==> config.mk <==
export PLATFORM = sky130hd
export DESIGN_NAME = pixel_shift
export DESIGN_NICKNAME = d
export VERILOG_FILES = /design/src/logic/vid_pkg.sv /design/src/logic/pixel_shift.sv
export VERILOG_INCLUDE_DIRS = /design/src /design/src/logic
export SDC_FILE = /design/constraint.sdc
export NUM_CORES = 1
export LEC_CHECK = 0
export ABC_AREA = 1
export BUFFER_PORTS_ARGS = -buffer_cell sky130_fd_sc_hd__buf_2
export CELL_PAD_IN_SITES_DETAIL_PLACEMENT = 1
export CELL_PAD_IN_SITES_GLOBAL_PLACEMENT = 1
export CORE_MARGIN = 3
export CORE_UTILIZATION = 37
export DETAILED_ROUTE_END_ITERATION = 6
export PLACE_DENSITY_LB_ADDON = 0.2
export SKIP_CTS_REPAIR_TIMING = 1
export SLEW_MARGIN = 20
export SYNTH_ARGS = -nofsm -noshare
export SYNTH_HDL_FRONTEND = slang
export SYNTH_SLANG_ARGS = --single-unit
==> constraint.sdc <==
create_clock -name clk -period 2.1 [get_ports clk]
set_input_delay 0.42 -clock clk [delete_from_list [all_inputs] [get_ports clk]]
set_output_delay 0.42 -clock clk [all_outputs]
set_load 0.05 [all_outputs]
==> src/logic/vid_macros.svh <==
// Video geometry and memory constants
`ifndef VID_MACROS_SVH
`define VID_MACROS_SVH

// raster, in clocks and lines.
`define H_TOTAL     64
`define H_VISIBLE   32
`define V_TOTAL     12
`define V_VISIBLE   8

`define FIFO_DEPTH  8

// screen lives in video RAM from here on.
`define SCREEN_BASE 10'h100
`define FRAME_WORDS ((`H_VISIBLE / 8) * `V_VISIBLE)

`define VRAM_AW     10
`define VRAM_DW     16

`endif

==> src/logic/vid_pkg.sv <==
// Video subsystem types
`include "vid_macros.svh"

package vid_pkg;

	// one memory word, also one group of four pixels.
	typedef logic [`VRAM_DW-1:0] word_t;

	typedef logic [`VRAM_AW-1:0] vaddr_t;

	typedef logic [3:0] pixel_t;

	// the four clocks of one memory slot.
	typedef enum logic [1:0]
	{
		PH_C0,
		PH_C1,
		PH_C2,
		PH_C3
	} slot_phase_t;

	typedef enum logic [1:0]
	{
		SLOT_IDLE,
		SLOT_CPU,
		SLOT_VIDEO
	} slot_owner_t;

endpackage

==> src/logic/pixel_shift.sv <==
// Pixel serializer
module pixel_shift (
	input  logic            clk,
	input  logic            arst_n,
	input  logic            pixel_active,
	input  vid_pkg::word_t  fifo_data,
	output logic            video_next,
	output logic            pix_valid,
	output vid_pkg::pixel_t pix
);

	import vid_pkg::*;

	localparam int DW = $bits(word_t);
	localparam int PW = $bits(pixel_t);

	logic [2:0] sub; // two clocks per pixel, four pixels per word.
	word_t      shreg;

	assign video_next = pixel_active && (sub == 3'd0);

	always_ff @(posedge clk or negedge arst_n)
	begin
		if (!arst_n)
		begin
			sub       <= '0;
			pix_valid <= 1'b0;
			pix       <= '0;
		end
		else
		begin
			pix_valid <= pixel_active;
			if (!pixel_active)
			begin
				sub <= '0;
				pix <= '0;
			end
			else
			begin
				sub <= sub + 3'd1;
				if (sub == 3'd0)
					pix <= fifo_data[DW-1 -: PW]; // top nibble goes first.
				else if (!sub[0])
					pix <= shreg[DW-1 -: PW];
			end
		end
	end

	// remaining nibbles of the current word, next one on top.
	always_ff @(posedge clk)
	begin
		if (video_next)
			shreg <= fifo_data << PW;
		else if (pixel_active && !sub[0])
			shreg <= shreg << PW;
	end

endmodule

; Word level (Yosys, flattened, before mapping)
; Cells that the tools add are included.
[totals]
ramBits = 0
regBits = 20
word_cells = 17
mem_bits_ro = 0
latch_bits = 0
inputBits = 19
memories = 0
out_inout_bits = 6
[classes]
n_addsub = 1
bitwise_logic = 0
eq_ne = 1
shift = 0
mul = 0
div_mod_pow = 0
muxes = 6
order_cmp = 0
n_reduce_logical = 5
[ops]
columns = op, count
row1 = $mux W16, 2
row2 = $mux W4, 3
row3 = $add A3 B1 Y3 const B, 1
row4 = $logic_not A3 Y1, 1
row5 = $mux W3, 1
row6 = $ne A3 B2 Y1 const B, 1
row7 = $logic_and A1 B1 Y1, 2
row8 = $reduce_bool A2 Y1, 1
row9 = $logic_not A1 Y1, 1

; Longest topological paths before layout
[logic_depth]
ltp_word = 4
mapped_depth = 7
mapped_depth_nobuf = 7

; Least setup slack after synthesis
; Ideal clock, no wire load.
[synth_path]
path_kind = register -> register
start = register sub[0]
end = register shreg[10], enable pin
stages_incl_launch_ff = 5
path_buffers = 0
arrival_time_ns = 1.226
setup_slack_ns = 0.508
cell_sequence = dfrtp_1 inv_1 ha_1 nand3_4 nand2_1
[synth_between]
elab_chain_len = 3
[synth_lines]
columns = element, line_no
row1 = "start, declared", pixel_shift.sv:17  ; logic [2:0] sub;
row2 = "start signal, assigned", pixel_shift.sv:40  ; sub <= sub + 3'd1;
row3 = $logic_not A3 Y1 or $logic_not A1 Y1 (tied branches), "pixel_shift.sv:20, pixel_shift.sv:54"
row4 = "$logic_and A1 B1 Y1, on equally long branches", "pixel_shift.sv:20, pixel_shift.sv:54"
row5 = $reduce_bool A2 Y1 (no source line) (*), n/a
row6 = "end signal, assigned", pixel_shift.sv:53  ; shreg <= fifo_data << PW;
row7 = "end signal, assigned", pixel_shift.sv:55  ; shreg <= shreg << PW;
row8 = "end, declared", pixel_shift.sv:18  ; word_t shreg;
; Every way passes the cells marked *; elsewhere a longest branch is shown, timed or not.
; A chain may end at the register's enable or synchronous reset.

; Worst setup path after layout
[layout_path]
start = register sub[0]
end = output port video_next
[layout_between]
elab_chain_len = 2
[layout_lines]
columns = element, line_no
row1 = $logic_not A3 Y1, pixel_shift.sv:20  ; assign video_next = pixel_active && (sub == 3'd0);
row2 = $logic_and A1 B1 Y1, pixel_shift.sv:20
row3 = "end, declared", pixel_shift.sv:7  ; output logic video_next,
; Every way passes these cells.

==> metrics.txt <==
Hold Crit Start pixel_active; Synth Warn # 0; final wirelength 1821 microns; Initial Util 0.3940; layout cell share with drive strength beyond 1 0.2623; Hold Crit Class input pin to register; # DRC 0; Final Non-Filler Cells 150; Die H 55 microns; Comb pwr share 0.236; clock skew 0.01067 ns; Detail Route Antenna Nets 0; R2R setup slack 0.48 ns; Placed Area 0.001046 sq mm; hold slack 0.3553 ns; initial antenna violation count 0; worst hold stages 1; slew margin rel. 0.8335; pin count of the biggest net entering global routing 13; Data arrival, critical path 1.57 ns; Reg clk slew, reported paths 0.10 ns; Critical-path top delay cell dfrtp_1; Least-Margin Pin Slew 0.2491 ns; Post-Syn Nets 114; Clk Latency, worst-skew pair 0.29 ns; Fin. Hold Viols 0; Max Cap Viol 0; syn avg cell area 9.552 sq um; total grt overflow 0; Worst R2R Start sub[0]$_DFF_PN0_; sw power 0.2700 mW; Final Instance Area 0.001091 sq mm; number of global-route vias before repair 693; core region area 0.002255 sq mm; fmax 502.7 MHz; post-DR wirelength/cell 12.14 microns; synthesized netlist cell count 93; crit end category primary output; Mapped Area 888.4 sq um; worst reg2reg path endpoint shreg[9]$_DFFE_PP_; routed vias/inst 4.713; # placed instances 145; clk sinks 20; VDD IR max 0.4249 mV; CP max FO 9; status finished clean; leading cell type in the layout, fill and taps excluded nand2_1; num ports 25; unrepaired setup endpoints after global routing false; Root Buffer clkbuf_4; n_diodes 0; # port buffers 24; Core Rows 17; unique cell type count in the Yosys netlist 14; Die W 55 microns; CTS Buf Count 3; Slew Viols, Final 0; Worst Reg-to-Reg Cells 5; CTS tree yes; Tot Pwr 0.8851 mW; Leak 0.5822 nW; Data required, critical path 1.68 ns; register area share after synthesis 0.6310; Switching Fraction 0.3051; most frequent cells in the layout nand2_1, buf_2, edfxtp_1; Final TNS setup 0 ns; CP startpoint kind register; max incr delay on CP 0.45 ns; CP Class register to primary output; Placer Congestion 0.7697; Max clock buf depth 2; final setup violation count 0; synth-to-layout area growth 22.82%; clock power share 0.204; fill count 291; gr usage total 0.1370; via count 707; first-pass iteration count of the detailed router 4; first-pass GRT wire length 2891 microns; part of the power in registers 0.560; CTS H-tree lvls 1; fin crit period 1.989 ns; Power Internal 0.6151 mW; pwr/cell area 811.2 mW/mm^2; WHS Endpoint pix_valid$_DFF_PN0_; die area 0.003025 sq mm; Tcrit/Tclk final 0.9473; Iteration-0 DRC Markers 6; Final #Nets 144; flops & latches, synth 20; Final HPWL DP 1351 microns; crit path cell chain inv_1 -> ha_2 -> nand3_4 -> inv_2 -> buf_6
power groups by stage:
stage / Combinational [mW] / Clock (mW) / Sequential [mW]
2_1_floorplan: 0.0966 / 0 / 0.546
3_3_place_gp: 0.200 / 0 / 0.502
3_5_place_dp: 0.205 / 0 / 0.505
4_1_cts: 0.206 / 0.193 / 0.497
5_1_grt: 0.235 / 0.212 / 0.501
6_report: 0.209 / 0.180 / 0.496
layout make-up:
cell class | count | area, sq um | area share
Tap cell | 28 | 35.03 | 0.03211
Timing Repair Buffer | 27 | 151.4 | 0.1388
Sequential cell | 20 | 560.5 | 0.5138
Clock buffer | 4 | 26.28 | 0.02408
Multi-Input combinational cell | 61 | 280.3 | 0.2569
Inverter | 10 | 37.54 | 0.03440
Yosys cell counts:
library cell,count,area (sq um)
inv_1,9,33.78
nand2_1,44,165.2
ha_1,2,25.02
nand4_1,4,25.02
a21oi_1,1,5.000
clkbuf_2,1,5.000
nand3_4,1,17.52
buf_4,1,7.510
dfrtp_1,8,200.2
nand3_1,4,20.02
o21ai_0,1,5.000
edfxtp_1,12,360.4
nor2_1,4,15.01
inv_2,1,3.750
kinds of logic (layout without fill, tap and decap cells):
kind of cell / count (synthesis) / in the layout / share of synthesized area
adder cells (fa/ha/maj): 2 / 2 / 0.02816
buffers and inverters: 12 / 41 / 0.05633
AND/OR/NAND/NOR: 57 / 57 / 0.2732
AO/OA/AOI/OAI: 2 / 2 / 0.01126
flip-flops: 20 / 20 / 0.6310
worst max-delay path: cells and delay by family (launching register included):
| family | cells | cell delay, ns |
|---|---|---|
| flops | 1 | 0.45 |
| buf+inv | 3 | 0.45 |
| fa+ha+maj | 1 | 0.27 |
| simple gates | 1 | 0.10 |
how the worst max path moves through the flow:
stage	slack [ns]	to	startpoint
global placement	0.35	video_next	sub[0]$_DFF_PN0_
detailed placement	0.28	video_next	sub[0]$_DFF_PN0_
global route	0.006	video_next	sub[0]$_DFF_PN0_
CTS	-0.06	video_next	sub[0]$_DFF_PN0_
finish	0.11	video_next	sub[0]$_DFF_PN0_
floorplan	0.51	shreg[10]$_DFFE_PP_	sub[0]$_DFF_PN0_
sequential cells by signal, summed over array words and instances, names as in the netlist:
register / cells
pix: 4
pix_valid: 1
shreg: 12
sub: 3
metrics by stage:
| stage | setup WS [ns] | utilization |
|---|---|---|
| detailed placement | 0.2770 | 0.4639 |
| global placement | 0.3535 | 0.4639 |
| global route | 0.006427 | 0.4839 |
| finish | 0.1108 | 0.4839 |
| CTS | -0.05982 | 0.4756 |
| floorplan | 0.5081 | - |
routing by layer:
metal | share of wire | vias up | GRT usage
li1 | - | 356 | -
met1 | 0.43 | 329 | 0.1639
met2 | 0.50 | 18 | 0.2264
met3 | 0.048 | 4 | 0.04021
met4 | 0.021 | 0 | 0.06073
met5 | 0 | - | 0
Note: power is estimated with default switching activity, not from simulation.
