`config.mk`:
```
export PLATFORM = sky130hd
export DESIGN_NAME = dram_arbiter
export DESIGN_NICKNAME = d
export VERILOG_FILES = /design/src/logic/vid_pkg.sv /design/src/logic/dram_arbiter.sv
export VERILOG_INCLUDE_DIRS = /design/src /design/src/logic
export SDC_FILE = /design/constraint.sdc
export NUM_CORES = 1
export LEC_CHECK = 0
export BUFFER_PORTS_ARGS = -buffer_cell sky130_fd_sc_hd__buf_2
export CORE_MARGIN = 2
export CORE_UTILIZATION = 42
export DETAILED_ROUTE_END_ITERATION = 7
export GPL_TIMING_DRIVEN = 0
export PLACE_DENSITY = 0.8
export SLEW_MARGIN = 25
export SYNTH_ARGS = -nofsm -noshare
export SYNTH_HDL_FRONTEND = slang
export SYNTH_SLANG_ARGS = --single-unit
```
`constraint.sdc`:
```
create_clock -name clk -period 1.8 [get_ports clk]
set_clock_uncertainty 0.15 [all_clocks]
set_input_delay 0.36 -clock clk [delete_from_list [all_inputs] [get_ports clk]]
set_output_delay 0.36 -clock clk [all_outputs]
set_load 0.03 [all_outputs]
```
`src/logic/vid_macros.svh`:
```
// Video geometry and memory constants
`ifndef VID_MACROS_SVH
`define VID_MACROS_SVH

// raster, in clocks and lines.
`define H_TOTAL     64
`define H_VISIBLE   32
`define V_TOTAL     12
`define V_VISIBLE   8

`define FIFO_DEPTH  8

// screen lives in video RAM from here on.
`define SCREEN_BASE 10'h100
`define FRAME_WORDS ((`H_VISIBLE / 8) * `V_VISIBLE)

`define VRAM_AW     10
`define VRAM_DW     16

`endif

```
`src/logic/vid_pkg.sv`:
```
// Video subsystem types
`include "vid_macros.svh"

package vid_pkg;

	// one memory word, also one group of four pixels.
	typedef logic [`VRAM_DW-1:0] word_t;

	typedef logic [`VRAM_AW-1:0] vaddr_t;

	typedef logic [3:0] pixel_t;

	// the four clocks of one memory slot.
	typedef enum logic [1:0]
	{
		PH_C0,
		PH_C1,
		PH_C2,
		PH_C3
	} slot_phase_t;

	typedef enum logic [1:0]
	{
		SLOT_IDLE,
		SLOT_CPU,
		SLOT_VIDEO
	} slot_owner_t;

endpackage

```
`src/logic/dram_arbiter.sv`:
```
// Memory slot sequencer
`include "vid_macros.svh"

module dram_arbiter (
	input  logic            clk,
	input  logic            arst_n,
	input  logic            vsync,
	input  logic            room,
	input  logic            cpu_req,
	input  logic            cpu_rnw,
	input  vid_pkg::vaddr_t cpu_addr,
	input  vid_pkg::word_t  cpu_wrdata,
	output vid_pkg::word_t  cpu_rddata,
	output logic            cpu_strobe,
	output logic            mem_we,
	output vid_pkg::vaddr_t mem_addr,
	output vid_pkg::word_t  mem_wrdata,
	input  vid_pkg::word_t  mem_rddata,
	output vid_pkg::word_t  video_data,
	output logic            video_strobe
);

	import vid_pkg::*;

	localparam vaddr_t FETCH_END = vaddr_t'(`SCREEN_BASE + `FRAME_WORDS);

	slot_phase_t phase;
	slot_owner_t owner;
	vaddr_t      fetch_ptr;
	word_t       rd_q;
	logic        vsync_q;
	logic        frame_start;
	logic        fetch_due;

	assign frame_start = vsync && !vsync_q;
	assign fetch_due   = room && (fetch_ptr < FETCH_END);

	always_ff @(posedge clk or negedge arst_n)
	begin
		if (!arst_n)
			phase <= PH_C0;
		else
		begin
			case (phase)
				PH_C0: phase <= PH_C1;
				PH_C1: phase <= PH_C2;
				PH_C2: phase <= PH_C3;
				default: phase <= PH_C0;
			endcase
		end
	end

	// video has priority, the cpu takes what is left.
	always_ff @(posedge clk or negedge arst_n)
	begin
		if (!arst_n)
			owner <= SLOT_IDLE;
		else if (phase == PH_C0)
		begin
			if (fetch_due)
				owner <= SLOT_VIDEO;
			else if (cpu_req)
				owner <= SLOT_CPU;
			else
				owner <= SLOT_IDLE;
		end
	end

	always_ff @(posedge clk or negedge arst_n)
	begin
		if (!arst_n)
		begin
			vsync_q   <= 1'b0;
			fetch_ptr <= `SCREEN_BASE;
		end
		else
		begin
			vsync_q <= vsync;
			if (frame_start)
				fetch_ptr <= `SCREEN_BASE;
			else if (phase == PH_C3 && owner == SLOT_VIDEO)
				fetch_ptr <= fetch_ptr + 1'b1; // word done, move on.
		end
	end

	assign mem_addr   = (owner == SLOT_CPU) ? cpu_addr : fetch_ptr;
	assign mem_we     = (phase == PH_C1) && (owner == SLOT_CPU) && !cpu_rnw;
	assign mem_wrdata = cpu_wrdata;

	// data from the c1 address shows up during c2.
	always_ff @(posedge clk)
	begin
		if (phase == PH_C2)
			rd_q <= mem_rddata;
	end

	always_ff @(posedge clk or negedge arst_n)
	begin
		if (!arst_n)
		begin
			cpu_strobe   <= 1'b0;
			video_strobe <= 1'b0;
		end
		else
		begin
			cpu_strobe   <= (phase == PH_C2) && (owner == SLOT_CPU);
			video_strobe <= (phase == PH_C2) && (owner == SLOT_VIDEO);
		end
	end

	assign cpu_rddata = rd_q;
	assign video_data = rd_q;

endmodule

```
### Word-level counts from Yosys, hierarchy flattened

Index checks and enable logic that the tools add are counted.

* add/subtract/negate cells: 1
* magnitude comparators: 1
* equal/unequal tests: 5
* muxes and demuxes: 6
* reductions and logical operators: 11

Operators by type and width (count)
* 2-to-1 mux 10 bit: 3
* adder 10 x 1 -> 10 bit, second input constant: 1
* < comparator 10 x 9 -> 1 bit, second input constant: 1
* logical AND 1 bit: 7
* equality test 2 bit, second input constant: 3
* case mux 2 bit (3 select lines): 1
* equality test 2 x 1 -> 1 bit, second input constant: 2
* zero test 1 bit: 2
* zero test 2 bit: 1
* 2-to-1 mux 2 bit: 1
* nonzero test 2 bit: 1
* 2-to-1 mux 1 bit: 1

* bits in registers: 33
* input port bits: 48
* output and inout bits: 61
* logic and storage cells: 31

### Depth between registers and ports, before layout

* depth in word-level cells: 4
* gate-level depth with buffers: 4
* gate-level depth less buffers: 4

### Least setup slack after synthesis

OpenSTA, ideal clock, no wires.

* path kind: flip-flop to output port
* start: reg phase[1]
* end: out mem_we
* arrival time: 1583 ps
* data required time: 1290 ps
* setup slack: -293 ps
* stages on the path, launching flop included: 4
* path buffers: 0
* path through: dfrtp_1 inv_1 ha_1 nor4b_1

* longest elaborated chain between the ends: 3

RTL lines
* from (decl): line dram_arbiter.sv:27 `slot_phase_t phase;`
* from (signal assigned): line dram_arbiter.sv:41 `phase <= PH_C0;`
* from (signal assigned): line dram_arbiter.sv:45 `PH_C0: phase <= PH_C1;`
* from (signal assigned): line dram_arbiter.sv:46 `PH_C1: phase <= PH_C2;`
* equality test 2 x 1 -> 1 bit: line dram_arbiter.sv:87 `assign mem_we = (phase == PH_C1) && (owner == SLOT_CPU) && !cpu_rnw;`
* logical AND 1 bit (2 in series): line dram_arbiter.sv:87
* to (decl): line dram_arbiter.sv:15 `output logic mem_we,`

No other way between the ends.

### Worst setup path in the final report

* start: reg owner[1]
* end: out mem_addr[6]

* longest elaborated chain between the ends: 2

RTL lines
* from (decl): line dram_arbiter.sv:28 `slot_owner_t owner;`
* from (signal assigned): line dram_arbiter.sv:57 `owner <= SLOT_IDLE;`
* from (signal assigned): line dram_arbiter.sv:61 `owner <= SLOT_VIDEO;`
* from (signal assigned): line dram_arbiter.sv:63 `owner <= SLOT_CPU;`
* equality test 2 x 1 -> 1 bit: line dram_arbiter.sv:86 `assign mem_addr = (owner == SLOT_CPU) ? cpu_addr : fetch_ptr;`
* 2-to-1 mux 10 bit: line dram_arbiter.sv:86
* to (decl): line dram_arbiter.sv:16 `output vid_pkg::vaddr_t mem_addr,`

No other way between the ends.

==> out/results.tsv <==
stage	metric	value	unit
worst_setup_path	crit_chain	nor2_4, buf_6, mux2_4, buf_6	
placement	pre_cts_ws	-131	ps
floorplan	dieArea	4490	sq um
drt	wl_per_cell	13.0	um
sta	hold_ws	65.3	ps
worst_setup_path	endpoint_kind	output pin	
worst_setup_path	crit-reg2reg-launch	owner[0]$_DFFE_PN0P_	
synth	synth-edff-count	16	
worst_setup_path	cp.required	1290	ps
global_routing	busiest_layer	met2	
drt	routed_wl	3.83	mm
clock_network	clk_pin_slew_worst_paths	60	ps
sta	rsz0062_at_grt	yes	
synth	syn-num-nets	189	
final_layout	fillers	292	
final_layout	postLayoutCellArea	2540	sq um
clock_network	clockBufferDepth	2	
global_routing	grt_use_met3	0.0878	
sta	worst_slew_pin_slew	404	ps
power	p_int	1.18	mW
clock_network	numClockSinks	33	
synth	synth.cell_area	1670	sq um
status	violations	negative setup slack	
hold_path	hold_path_depth	1	
worst_setup_path	critPathMaxFanout	5	
synth	async_flop_share	0.515	
placement	port_buffers	92	
worst_setup_path	critPathKind	flip-flop to output pin	
synth	synth-main-ff-cell	edfxtp_1	
power	p_leak	1.26	nW
power	netSwitchingPower	0.369	mW
worst_setup_path	slowest_stage	dfrtp_2	
final_layout	final_cell_mix	81 x buf_2, 41 x buf_4, 16 x edfxtp_1, 14 x dfrtp_1, 13 x buf_6	
status	status	finished, violations left	
drt	drc	0	
power	power.density	611	nW/um^2
global_routing	grt_pass1_vias	1360	
drt	vias_per_cell	4.78	
drt	ant_nets	0	
synth	ys_warn_count	0	
sta	hold_viol	0	
synth	ys_types	35	
placement	placedCellCount	276	
sta	fmax	502	MHz
worst_setup_path	cp_top_family	flip-flops	
global_routing	grtUsageMet1	0.171	
synth	ys_seq_area_frac	0.543	
final_layout	nets	299	
power	seq_power_share	0.521	
floorplan	core_area	3740	sq um
synth	syn_inst	136	
sta	drv_slew	0	
floorplan	std_cell_rows	22	
worst_setup_path	slowest_delay	430	ps
placement	placed_cell_area	2200	sq um
clock_network	root_buffer	clkbuf_8	
final_layout	fin_cells	295	
hold_path	hold_start	vsync	
clock_network	h-tree-depth	2	
power	finalPower	1.55	mW
clock_network	numCtsBuffers	5	
global_routing	grt_util_met2	0.312	
drt	vias	1410	
final_layout	drive_above_1_share	0.680	
global_routing	grt_start_max_net_pins	20	
hold_path	hold_class	input port to flip-flop	
clock_network	clock_latency	280	ps
sta	setup_viol	10	
synth	ys_ff_latch	33	
floorplan	die_h	67.0	um
clock_network	cts_tree	done	
global_routing	grt_pass1_wl	5.82	mm
worst_setup_path	ff2ff_path_depth	6	
global_routing	grt-ovfl-total	0	
drt	drt_iter0_markers	65	
worst_setup_path	critPathLaunchType	flip-flop	
worst_setup_path	cp_num_cells	4	
drt	dr.pass1.iters	4	
final_layout	final_util	0.678	
final_layout	final_common_cell	buf_2	
placement	gp_congestion	0.797	
worst_setup_path	path_buf_inv	2	
power	p_sw_frac	0.238	
placement	hpwl	2.65	mm
sta	finalSetupTns	-1780	ps
sta	setup_slack	-193	ps
floorplan	start_util	0.446	
global_routing	antenna_found_initial	0	
power	p_comb_frac	0.150	
global_routing	grt_use_total	0.176	
power	vdd_drop_max	0.291	mV
sta	relSlewSlack	0.731	
synth	synth_area_per_cell	12.3	sq um
run	maxCapViolCount	0	
final_layout	area_growth	52.0	%
power	p_clk_frac	0.329	
sta	min_period	1990	ps
final_layout	antenna_cells	0	
floorplan	ioPinCount	109	
floorplan	die_w	67.0	um
worst_setup_path	crit_start	owner[1]$_DFFE_PN0P_	
worst_setup_path	regToRegSetupSlack	50	ps
worst_setup_path	worstPathArrival	1480	ps
sta	period_share	1.11	
worst_setup_path	cp_common_cell	buf_6	
power by group through the flow:
stage               registers (mW)  clock network (mW)  logic (mW)
finish                       0.808               0.511       0.232
global route                 0.808               0.561       0.250
global placement             0.821                   0       0.185
CTS                          0.807               0.529       0.226
floorplan                    0.820                   0       0.119
detailed placement           0.822                   0       0.189
layout make-up:
type                       count  area [sq um]  area share
sequential                    33           910       0.358
timing repair buffer         103           618       0.244
multi-input combinational     63           592       0.233
buffer                        34           255       0.101
clock buffer                   7          76.3      0.0301
tap                           48          60.1      0.0237
inverter                       6          22.5     0.00888
clock inverter                 1          3.75     0.00148
synthesized netlist by cell type (2+ instances only):
cell | instances | area share
o31ai_1 | 3 | 0.013
nand2_1 | 5 | 0.011
edfxtp_1 | 16 | 0.29
mux2i_1 | 3 | 0.018
mux2_2 | 11 | 0.074
ha_1 | 5 | 0.037
inv_1 | 6 | 0.013
nor2_1 | 5 | 0.011
nand3_1 | 2 | 0.0060
a21oi_1 | 4 | 0.012
buf_4 | 32 | 0.14
nor4_1 | 2 | 0.0075
or4_1 | 3 | 0.013
dfrtp_1 | 16 | 0.24
nand2b_1 | 2 | 0.0075
and2_1 | 2 | 0.0075
flip-flops by register name, summed over array words and instances (netlist names):
name and count:
cpu_rddata 16, fetch_ptr 10, owner 2, phase 2
cpu_strobe 1, video_strobe 1, vsync_q 1
timing repair:
action,in CTS,in global routing
endpoints found under the setup margin,11,17
pin swaps,2,5
hold buffers,1,0
gates cloned,1,0
gates resized for setup,38,14
endpoints found under the hold margin,16,0
setup buffers,4,5
metal layers:
layer / vias up / part of all wire
met1: 638 / 0.37
met3: 8 / 0.13
met5: - / 0
met4: 0 / 0.015
li1: 666 / -
met2: 98 / 0.48
worst register-to-register path: cells and delay by family, from the launching register on:
| family | cells | cell delay, ps |
|---|---|---|
| AOI/OAI and AO/OA | 1 | 130 |
| buffers and inverters | 3 | 440 |
| DFF | 1 | 390 |
| and+or+nand+nor | 2 | 570 |
worst paths after layout:
kind,to
setup / recovery,mem_addr[6]
hold / removal,vsync_q$_DFF_PN0_
setup reg to reg,fetch_ptr[4]$_DFFE_PN0P_
hold reg to reg,fetch_ptr[8]$_DFFE_PN1P_
max in group asynchronous,fetch_ptr[8]$_DFFE_PN1P_
min in group asynchronous,fetch_ptr[2]$_DFFE_PN0P_
cells by family (layout without fill, tap and decap cells):
logic type,after synthesis,in the layout,share of synthesized area
buf+inv,40,151,0.163
mux,14,14,0.0922
xor+xnor,2,2,0.0105
fa+ha+maj,5,5,0.0375
flops,33,33,0.543
simple gates,30,30,0.106
compound gates,12,12,0.0480
(Power assumes the default switching activity.)
