===== src/logic/vid_macros.svh =====
// Video geometry and memory constants
`ifndef VID_MACROS_SVH
`define VID_MACROS_SVH

// raster, in clocks and lines.
`define H_TOTAL     64
`define H_VISIBLE   32
`define V_TOTAL     12
`define V_VISIBLE   8

`define FIFO_DEPTH  8

// screen lives in video RAM from here on.
`define SCREEN_BASE 10'h100
`define FRAME_WORDS ((`H_VISIBLE / 8) * `V_VISIBLE)

`define VRAM_AW     10
`define VRAM_DW     16

`endif


===== src/logic/beam_sync.sv =====
// Raster beam counters
`include "vid_macros.svh"

module beam_sync (
	input  logic clk,
	input  logic arst_n,
	output logic vsync,
	output logic line_visible,
	output logic pixel_active
);

	localparam int HW = $clog2(`H_TOTAL);
	localparam int VW = $clog2(`V_TOTAL);

	logic [HW-1:0] hcnt;
	logic [VW-1:0] vcnt;
	logic          line_end;

	assign line_end = (hcnt == HW'(`H_TOTAL - 1));

	// start in the sync line so the first frame gets its prefill.
	always_ff @(posedge clk or negedge arst_n)
	begin
		if (!arst_n)
		begin
			hcnt <= '0;
			vcnt <= VW'(`V_VISIBLE);
		end
		else
		begin
			if (line_end)
				hcnt <= '0;
			else
				hcnt <= hcnt + 1'b1;

			if (line_end)
			begin
				if (vcnt == VW'(`V_TOTAL - 1))
					vcnt <= '0;
				else
					vcnt <= vcnt + 1'b1;
			end
		end
	end

	assign vsync        = (vcnt == VW'(`V_VISIBLE)); // first line below the picture.
	assign line_visible = (vcnt < VW'(`V_VISIBLE));
	assign pixel_active = line_visible && (hcnt < HW'(`H_VISIBLE));

endmodule


===== config.mk =====
export PLATFORM = sky130hd
export DESIGN_NAME = beam_sync
export DESIGN_NICKNAME = d
export VERILOG_FILES = /design/src/logic/beam_sync.sv
export VERILOG_INCLUDE_DIRS = /design/src /design/src/logic
export SDC_FILE = /design/constraint.sdc
export NUM_CORES = 1
export LEC_CHECK = 0
export BUFFER_PORTS_ARGS = -buffer_cell sky130_fd_sc_hd__buf_2
export CAP_MARGIN = 5
export CORE_AREA = 2 2 39 41
export CTS_CLUSTER_SIZE = 24
export DETAILED_ROUTE_END_ITERATION = 10
export DIE_AREA = 0 0 41 43
export SLEW_MARGIN = 40
export SYNTH_ARGS = -nofsm -noshare
export SYNTH_HDL_FRONTEND = slang
export SYNTH_SLANG_ARGS = --single-unit
export TNS_END_PERCENT = 5

===== constraint.sdc =====
create_clock -name clk -period 1.5 [get_ports clk]
set_input_delay 0.375 -clock clk [delete_from_list [all_inputs] [get_ports clk]]
set_output_delay 0.375 -clock clk [all_outputs]
set_load 0.03 [all_outputs]

## Yosys cells after proc, flatten, opt, wreduce, memory -nomap -nowiden

Index checks and enable logic that the tools add are counted.

| cells by class | value |
|---|---|
| reduce and logical (&&, ||, !) cells | 1 |
| $add $sub $neg | 2 |
| mux-type cells | 2 |
| equality and inequality tests | 3 |
| $lt $le $gt $ge | 2 |

Operator list:

| operator | number |
|---|---|
| 4-bit equality test (second input constant) | 2 |
| 6-bit by 1-bit adder with 6-bit output (second input constant) | 1 |
| 6-bit equality test (second input constant) | 1 |
| 6-bit less-than comparator (second input constant) | 1 |
| 6-bit 2-to-1 mux | 1 |
| 4-bit by 1-bit adder with 4-bit output (second input constant) | 1 |
| 4-bit less-than comparator (second input constant) | 1 |
| 4-bit 2-to-1 mux | 1 |
| 1-bit logical AND | 1 |

| word-level totals | value |
|---|---|
| output and inout bits | 3 |
| bits in registers | 10 |

## Longest topological paths before layout

Gate-level depths: netlist (run 1).

| depth | value |
|---|---|
| depth in word-level cells | 2 |
| mapped depth | 4 |

## Least setup slack after synthesis (run 1)

OpenSTA, ideal clock, no wires.

| path | value |
|---|---|
| path kind | reg-to-reg |
| start point | reg hcnt[0] |
| end point | reg vcnt[0] |
| library setup time | 0.125 ns |
| required time | 1.375 ns |
| path buffers | 1 |
| arrival time | 1.220 ns |
| stages on the path, launching flop included | 5 |
| path slack | 0.155 ns |
| cell sequence | dfrtp_1 > ha_1 > and3_4 > buf_6 > mux2_4 |

| between the ends | value |
|---|---|
| cells in the longest elaborated chain, start to end | 1 |

RTL lines:

| item | RTL line | source |
|---|---|---|
| from (decl) | beam_sync.sv:15 | `logic [HW-1:0] hcnt;` |
| from (signal assigned) | beam_sync.sv:34 | `hcnt <= hcnt + 1'b1;` |
| 6-bit equality test | beam_sync.sv:19 | `` assign line_end = (hcnt == HW'(`H_TOTAL - 1)); `` |
| to (signal assigned) | beam_sync.sv:27 | `` vcnt <= VW'(`V_VISIBLE); `` |
| to (signal assigned) | beam_sync.sv:41 | `vcnt <= vcnt + 1'b1;` |
| to (decl) | beam_sync.sv:16 | `logic [VW-1:0] vcnt;` |

No other way between the ends.
A chain may end at the register's enable or synchronous reset.

## Worst setup path after layout (run 1)

| path | value |
|---|---|
| start point | reg vcnt[0] |
| end point | out vsync |

| between the ends | value |
|---|---|
| cells in the longest elaborated chain, start to end | 1 |

RTL lines:

| item | RTL line | source |
|---|---|---|
| 4-bit equality test | beam_sync.sv:46 | `` assign vsync = (vcnt == VW'(`V_VISIBLE)); `` |
| to (decl) | beam_sync.sv:7 | `output logic vsync,` |

No other way between the ends.

==> run_results.csv, run 1 <==
group,metric,value,unit
place,place_ws,135,ps
die,die_area,1760,sq um
clock_network,cts.sinks,10,
route,avgRoutedWirePerCell,13.0,um
logic_synthesis,syn-cell-area,517,sq um
cells_and_area,antenna_cells,0,
cells_and_area,area_delta_synth_final,21.5,%
flow_run,cap_violations,0,
logic_synthesis,ys_seq_area_frac,0.487,
timing,slew_viol_final,0,
route,routed_wl,965,um
logic_synthesis,ys_ff_latch,10,
place,portBuffers,4,
timing,max_freq,647,MHz
die,initial_utilization,0.373,
timing,fin_crit_sh,1.03,
grt,grt_pass1_vias,375,
cells_and_area,layout_common_cells,"dfrtp_1, nand3_1, nor2_1, inv_1, buf_4",
die,core_area,1380,sq um
power,leakage,0.000285,uW
place,gp_congestion,0.669,
die,die_height,43,um
critical_path,worstPathMaxFanout,2,
place,dp_cells,65,
power,p_total,524,uW
timing,tightestPinTransition,222,ps
clock_network,insertion_delay,260,ps
critical_path,cp-start-kind,"flip-flop",
cells_and_area,final_common_cell,"dfrtp_1",
critical_path,end_kind,"output pin",
route,drtIter0Drc,5,
critical_path,rr_startpoint,"vcnt[0]",
clock_network,cts_tree,"yes",
die,io_pins,5,
power,power_density,835,nW/um^2
critical_path,criticalPathCategory,"reg -> out",
grt,grt_max_degree,11,
logic_synthesis,synthTopCellsByArea,"dfrtp_1, ha_1, mux2_4, dfstp_2, and3_4",
logic_synthesis,syn_avg_cell_area,11.2,sq um
critical_path,cp_data_required_time,1120,ps
logic_synthesis,synth_compound_area_frac,0.111,
cells_and_area,drive_above_1_share,0.328,
die,chipWidth,41,um
route,vias,396,
clock_network,ctsLongestPathBuffers,2,
timing,rsz0062_at_grt,"yes",
clock_network,htree_levels,1,
route,drt-pass1-iter-count,4,
logic_synthesis,yosys.area_share.simple,0.169,
min_path,hold_class,"in -> async",
logic_synthesis,synth_top_family_by_area,"simple AND/OR/NAND/NOR gates",
critical_path,setup.worst_path.start,"vcnt[0]",
power,ir_worst_vdd,0.000266,V
logic_synthesis,yosys_warnings,0,
place,dp_hpwl,606,um
critical_path,critPathArrivalTime,1170,ps
logic_synthesis,synth_nets,51,
status,outcome,"finished with violations",
timing,layout_min_cycle_time,1550,ps
cells_and_area,num-nets-final,64,
status,violations,"negative setup slack",
critical_path,crit_chain,"inv_1 -> ha_1 -> and3_1 -> buf_6",
logic_synthesis,synth-xor-area-share,0.0508,
grt,globalRouteOverflowTotal,0,
cells_and_area,final_cells,74,
logic_synthesis,synth_largest_area_cell,"dfrtp_1",
clock_network,cts_root_buffer,"clkbuf_4",
critical_path,cpPeakStageDelay,390,ps
logic_synthesis,synthAdderAreaFrac,0.0726,
grt,grt_usage,0.126,
logic_synthesis,synth_mux_area_frac,0.0581,
logic_synthesis,synth_top_area_frac,0.436,
clock_network,tritoncts.num_buffers,3,
timing,final_hold_viol_count,0,
logic_synthesis,ys_types,22,
critical_path,cp_slowest_cell,"dfrtp_1",
timing,fin_worst_skew,1.23,ps
route,vias_per_cell,5.35,
timing,slew_headroom,0.852,
clock_network,cts.clk_slew.worst_paths,70,ps
timing,layout_setup_ws,-45.4,ps
grt,grt_pass1_wl,1.51,mm
die,rows,14,
cells_and_area,fillers,133,
route,drc,0,
grt,antenna_found_initial,0,
timing,setup_viol,1,
logic_synthesis,postSynthCellCount,46,
route,ant_nets,0,
-- registers in the layout, indices dropped and copies added, names as in the netlist --
name / count
hcnt: 6
vcnt: 4
-- cells in the mapped netlist --
master	number
and3_1	2
nor3_1	1
and2b_2	1
buf_6	1
dfstp_2	1
a31oi_1	1
a221o_1	1
nand2_1	1
dfrtp_1	9
a41oi_1	1
nand3_1	4
ha_1	3
nor2_1	4
a21oi_1	1
xnor2_1	1
mux2_4	2
and3_4	2
inv_1	4
o21ai_0	2
o2111ai_1	1
xor2_1	2
a31o_2	1
-- where the power goes --
part,leakage [uW],switching [uW],internal (uW)
clock,0.0000210,99.7,147
sequential,0.000122,0,270
combinational,0.000143,5.23,2.66
total,0.000285,105,419
-- layout make-up --
cell class	instances	area (sq um)	share of cell area
sequential	10	251	0.400
multi-input combinational	31	239	0.380
timing repair buffer	9	66.3	0.106
clock buffer	4	36.3	0.0578
tap	16	20.0	0.0319
inverter	4	15.0	0.0239
-- path summary, 6_finish.rpt --
path                            to  slack (ps)  cells after the start
max                          vsync         -50                      4
min                        vcnt[0]         500                      2
max reg2reg                vcnt[3]          80                      5
min reg2reg                hcnt[0]         510                      1
max in group asynchronous  vcnt[3]         750                      2
min in group clk           hcnt[0]         510                      1
-- what timing repair did --
item,4_1_cts,5_1_grt
setup buffers,3,1
endpoints found under the hold margin,9,0
hold buffers,1,0
endpoints found under the setup margin,1,1
resized for setup,2,0
-- stage by stage --
stage	TNS (ps)	cell area (sq um)	hold WS, ps	util
6_report	-45.4	628	496	0.454
5_1_grt	-97.3	628	515	0.454
4_1_cts	-11.1	621	497	0.448
3_5_place_dp	0	546	248	0.394
3_3_place_gp	0	546	246	0.394
2_1_floorplan	0	517	79.4	-
-- layer usage --
layer,GRT usage,up-vias,routed length [um]
li1,-,187,-
met1,0.168,191,437
met2,0.175,16,476
met3,0.0157,2,32
met4,0.100,0,19
met5,0,-,0
-- critical path: cells and delay by family (launching register included) --
family,cells,cell delay [ps]
buf+inv,2,190
flops,1,390
fa+ha+maj,1,180
simple gates,1,140
-- cell families after synthesis --
kind of cell	count (synthesis)
AOI/OAI and AO/OA	8
DFF	10
and+or+nand+nor	15
adders and majority gates	3
muxes	2
xor gates and xnor gates	3
buffers and inverters	5
(Power assumes the default switching activity.)
==> run 2: changes to the inputs <==
==> constraint.sdc (replaced) <==
create_clock -name clk -period 1.5 [get_ports clk]
set_input_delay 0.15 -clock clk [delete_from_list [all_inputs] [get_ports clk]]
set_output_delay 0.15 -clock clk [all_outputs]
set_load 0.03 [all_outputs]
==> run 2 against run 1 <==
Net effect: worst hold slack got worse by 220 ps; sequential share of layout area increased by 2.5 points; combinational power is 0.9% lower; maximum frequency is 11% higher; clock power barely moved; largest power group unchanged; sequential power about the same; critical path depth decreased by 1; the flow now finishes without violations; clock skew is 0.77 ps lower; critical endpoint is now vcnt[1]; count of clock-buffer cells in the layout unchanged.
==> run_results.csv, run 2 (synthesis gave the netlist of run 1 again) <==
group,metric,value,unit
status,outcome,"finished clean",
timing,fin_worst_skew,0.458,ps
timing,final_hold_viol_count,0,
timing,tightestPinTransition,219,ps
timing,layout_min_cycle_time,1400,ps
timing,layout_setup_ws,103,ps
flow_run,cap_violations,0,
die,die_height,43,um
die,rows,14,
die,chipWidth,41,um
clock_network,cts-resized-gates,0,
power,ir_worst_vdd,0.000266,V
min_path,hold_class,"in -> async",
clock_network,ctsLongestPathBuffers,2,
route,routed_wl,858,um
timing,max_freq,716,MHz
clock_network,cts.sinks,10,
power,leakage,0.000263,uW
critical_path,rrSetupSlack,100,ps
route,vias,375,
cells_and_area,layout_common_cells,"dfrtp_1, nand3_1, nor2_1, inv_1, buf_2",
place,portBuffers,4,
clock_network,insertion_delay,260,ps
grt,grt_max_degree,11,
timing,fin_crit_sh,0.932,
place,dp_hpwl,606,um
place,place_ws,135,ps
grt,antenna_found_initial,0,
cells_and_area,largest_register_ffs,6,
grt,grt_pass1_wl,1.44,mm
critical_path,criticalPathCategory,"reg -> reg",
grt,grt_usage,0.121,
cells_and_area,largest-register,"hcnt",
timing,setup_viol,0,
route,ant_nets,0,
critical_path,end_kind,"flip-flop",
timing,finalSetupTns,0,ps
critical_path,worstPathMaxFanout,7,
cells_and_area,antenna_cells,0,
route,drtIter0Drc,10,
cells_and_area,largestRegisters,"hcnt (6), vcnt (4)",
timing,slew_headroom,0.854,
route,avgRoutedWirePerCell,12.3,um
clock_network,cts_tree,"yes",
cells_and_area,area_delta_synth_final,14.5,%
route,vias_per_cell,5.36,
grt,grt_pass1_vias,358,
critical_path,critPathArrivalTime,1550,ps
power,power_density,881,nW/um^2
clock_network,tritoncts.num_buffers,3,
timing,slew_viol_final,0,
clock_network,cts.clk_slew.worst_paths,70,ps
critical_path,rr_startpoint,"hcnt[0]",
critical_path,cp_data_required_time,1650,ps
cells_and_area,num-nets-final,60,
critical_path,reg2reg_to,"vcnt[1]",
clock_network,cts_root_buffer,"clkbuf_4",
route,drc,0,
route,drt-pass1-iter-count,4,
die,die_area,1760,sq um
critical_path,cp-start-kind,"flip-flop",
die,core_area,1380,sq um
place,gp_congestion,0.669,
timing,rsz0062_at_grt,"no",
die,initial_utilization,0.373,
grt,globalRouteOverflowTotal,0,
die,io_pins,5,
clock_network,post_cts_buffers,0,
cells_and_area,drive_above_1_share,0.278,
critical_path,worst-r2r-cell-count,3,
cells_and_area,final_common_cell,"dfrtp_1",
clock_network,htree_levels,1,
## run 2: final cells by class
cell class	instances	area (sq um)
clock buffer	4	36.3
inverter	4	15.0
sequential	10	251
tap	16	20.0
timing repair buffer	5	30.0
multi-input combinational	31	239
fill	142	792
## run 2: worst max-delay path by stage
stage                  from      end  cells past startpoint
floorplan           hcnt[0]  vcnt[0]                      4
global route        vcnt[0]    vsync                      4
CTS                 vcnt[0]    vsync                      4
detailed placement  hcnt[0]  vcnt[1]                      3
global placement    hcnt[0]  vcnt[1]                      3
finish              hcnt[0]  vcnt[1]                      3
## run 2: what timing repair did
action / CTS / global route
endpoints found under the setup margin: 0 / 0
hold endpoints to repair: 10 / 0
hold buffers: 1 / 0
## run 2: through the flow
stage                util  hold WS, ps  instance area (sq um)  instances  total power, uW
CTS                 0.428          272                    592         70              529
detailed placement  0.394         23.4                    546         65              281
global route        0.428          290                    592         70              545
floorplan               -         -146                    517         46              275
global placement    0.394         20.6                    546         65              281
finish              0.428          272                    592         70              521
## run 2: worst max-delay path, cell delays in order, from the launching register on
cell	delay (ps)
dfrtp_1	410
ha_1	290
and3_4	280
mux2_4	300
## run 2: layer usage
metal  vias up  track usage  part of all wire
met5         -            0                 0
met2        10        0.172              0.50
met1       184        0.155              0.46
met4         0        0.100             0.022
met3         2       0.0157             0.021
li1        179            -                 -
## run 2: power breakdown
part	leakage [uW]	internal, uW	total [uW]	switching, uW
clock	0.0000210	147	244	96.7
combinational	0.000120	2.66	7.82	5.16
sequential	0.000122	270	270	0
total	0.000263	419	521	102
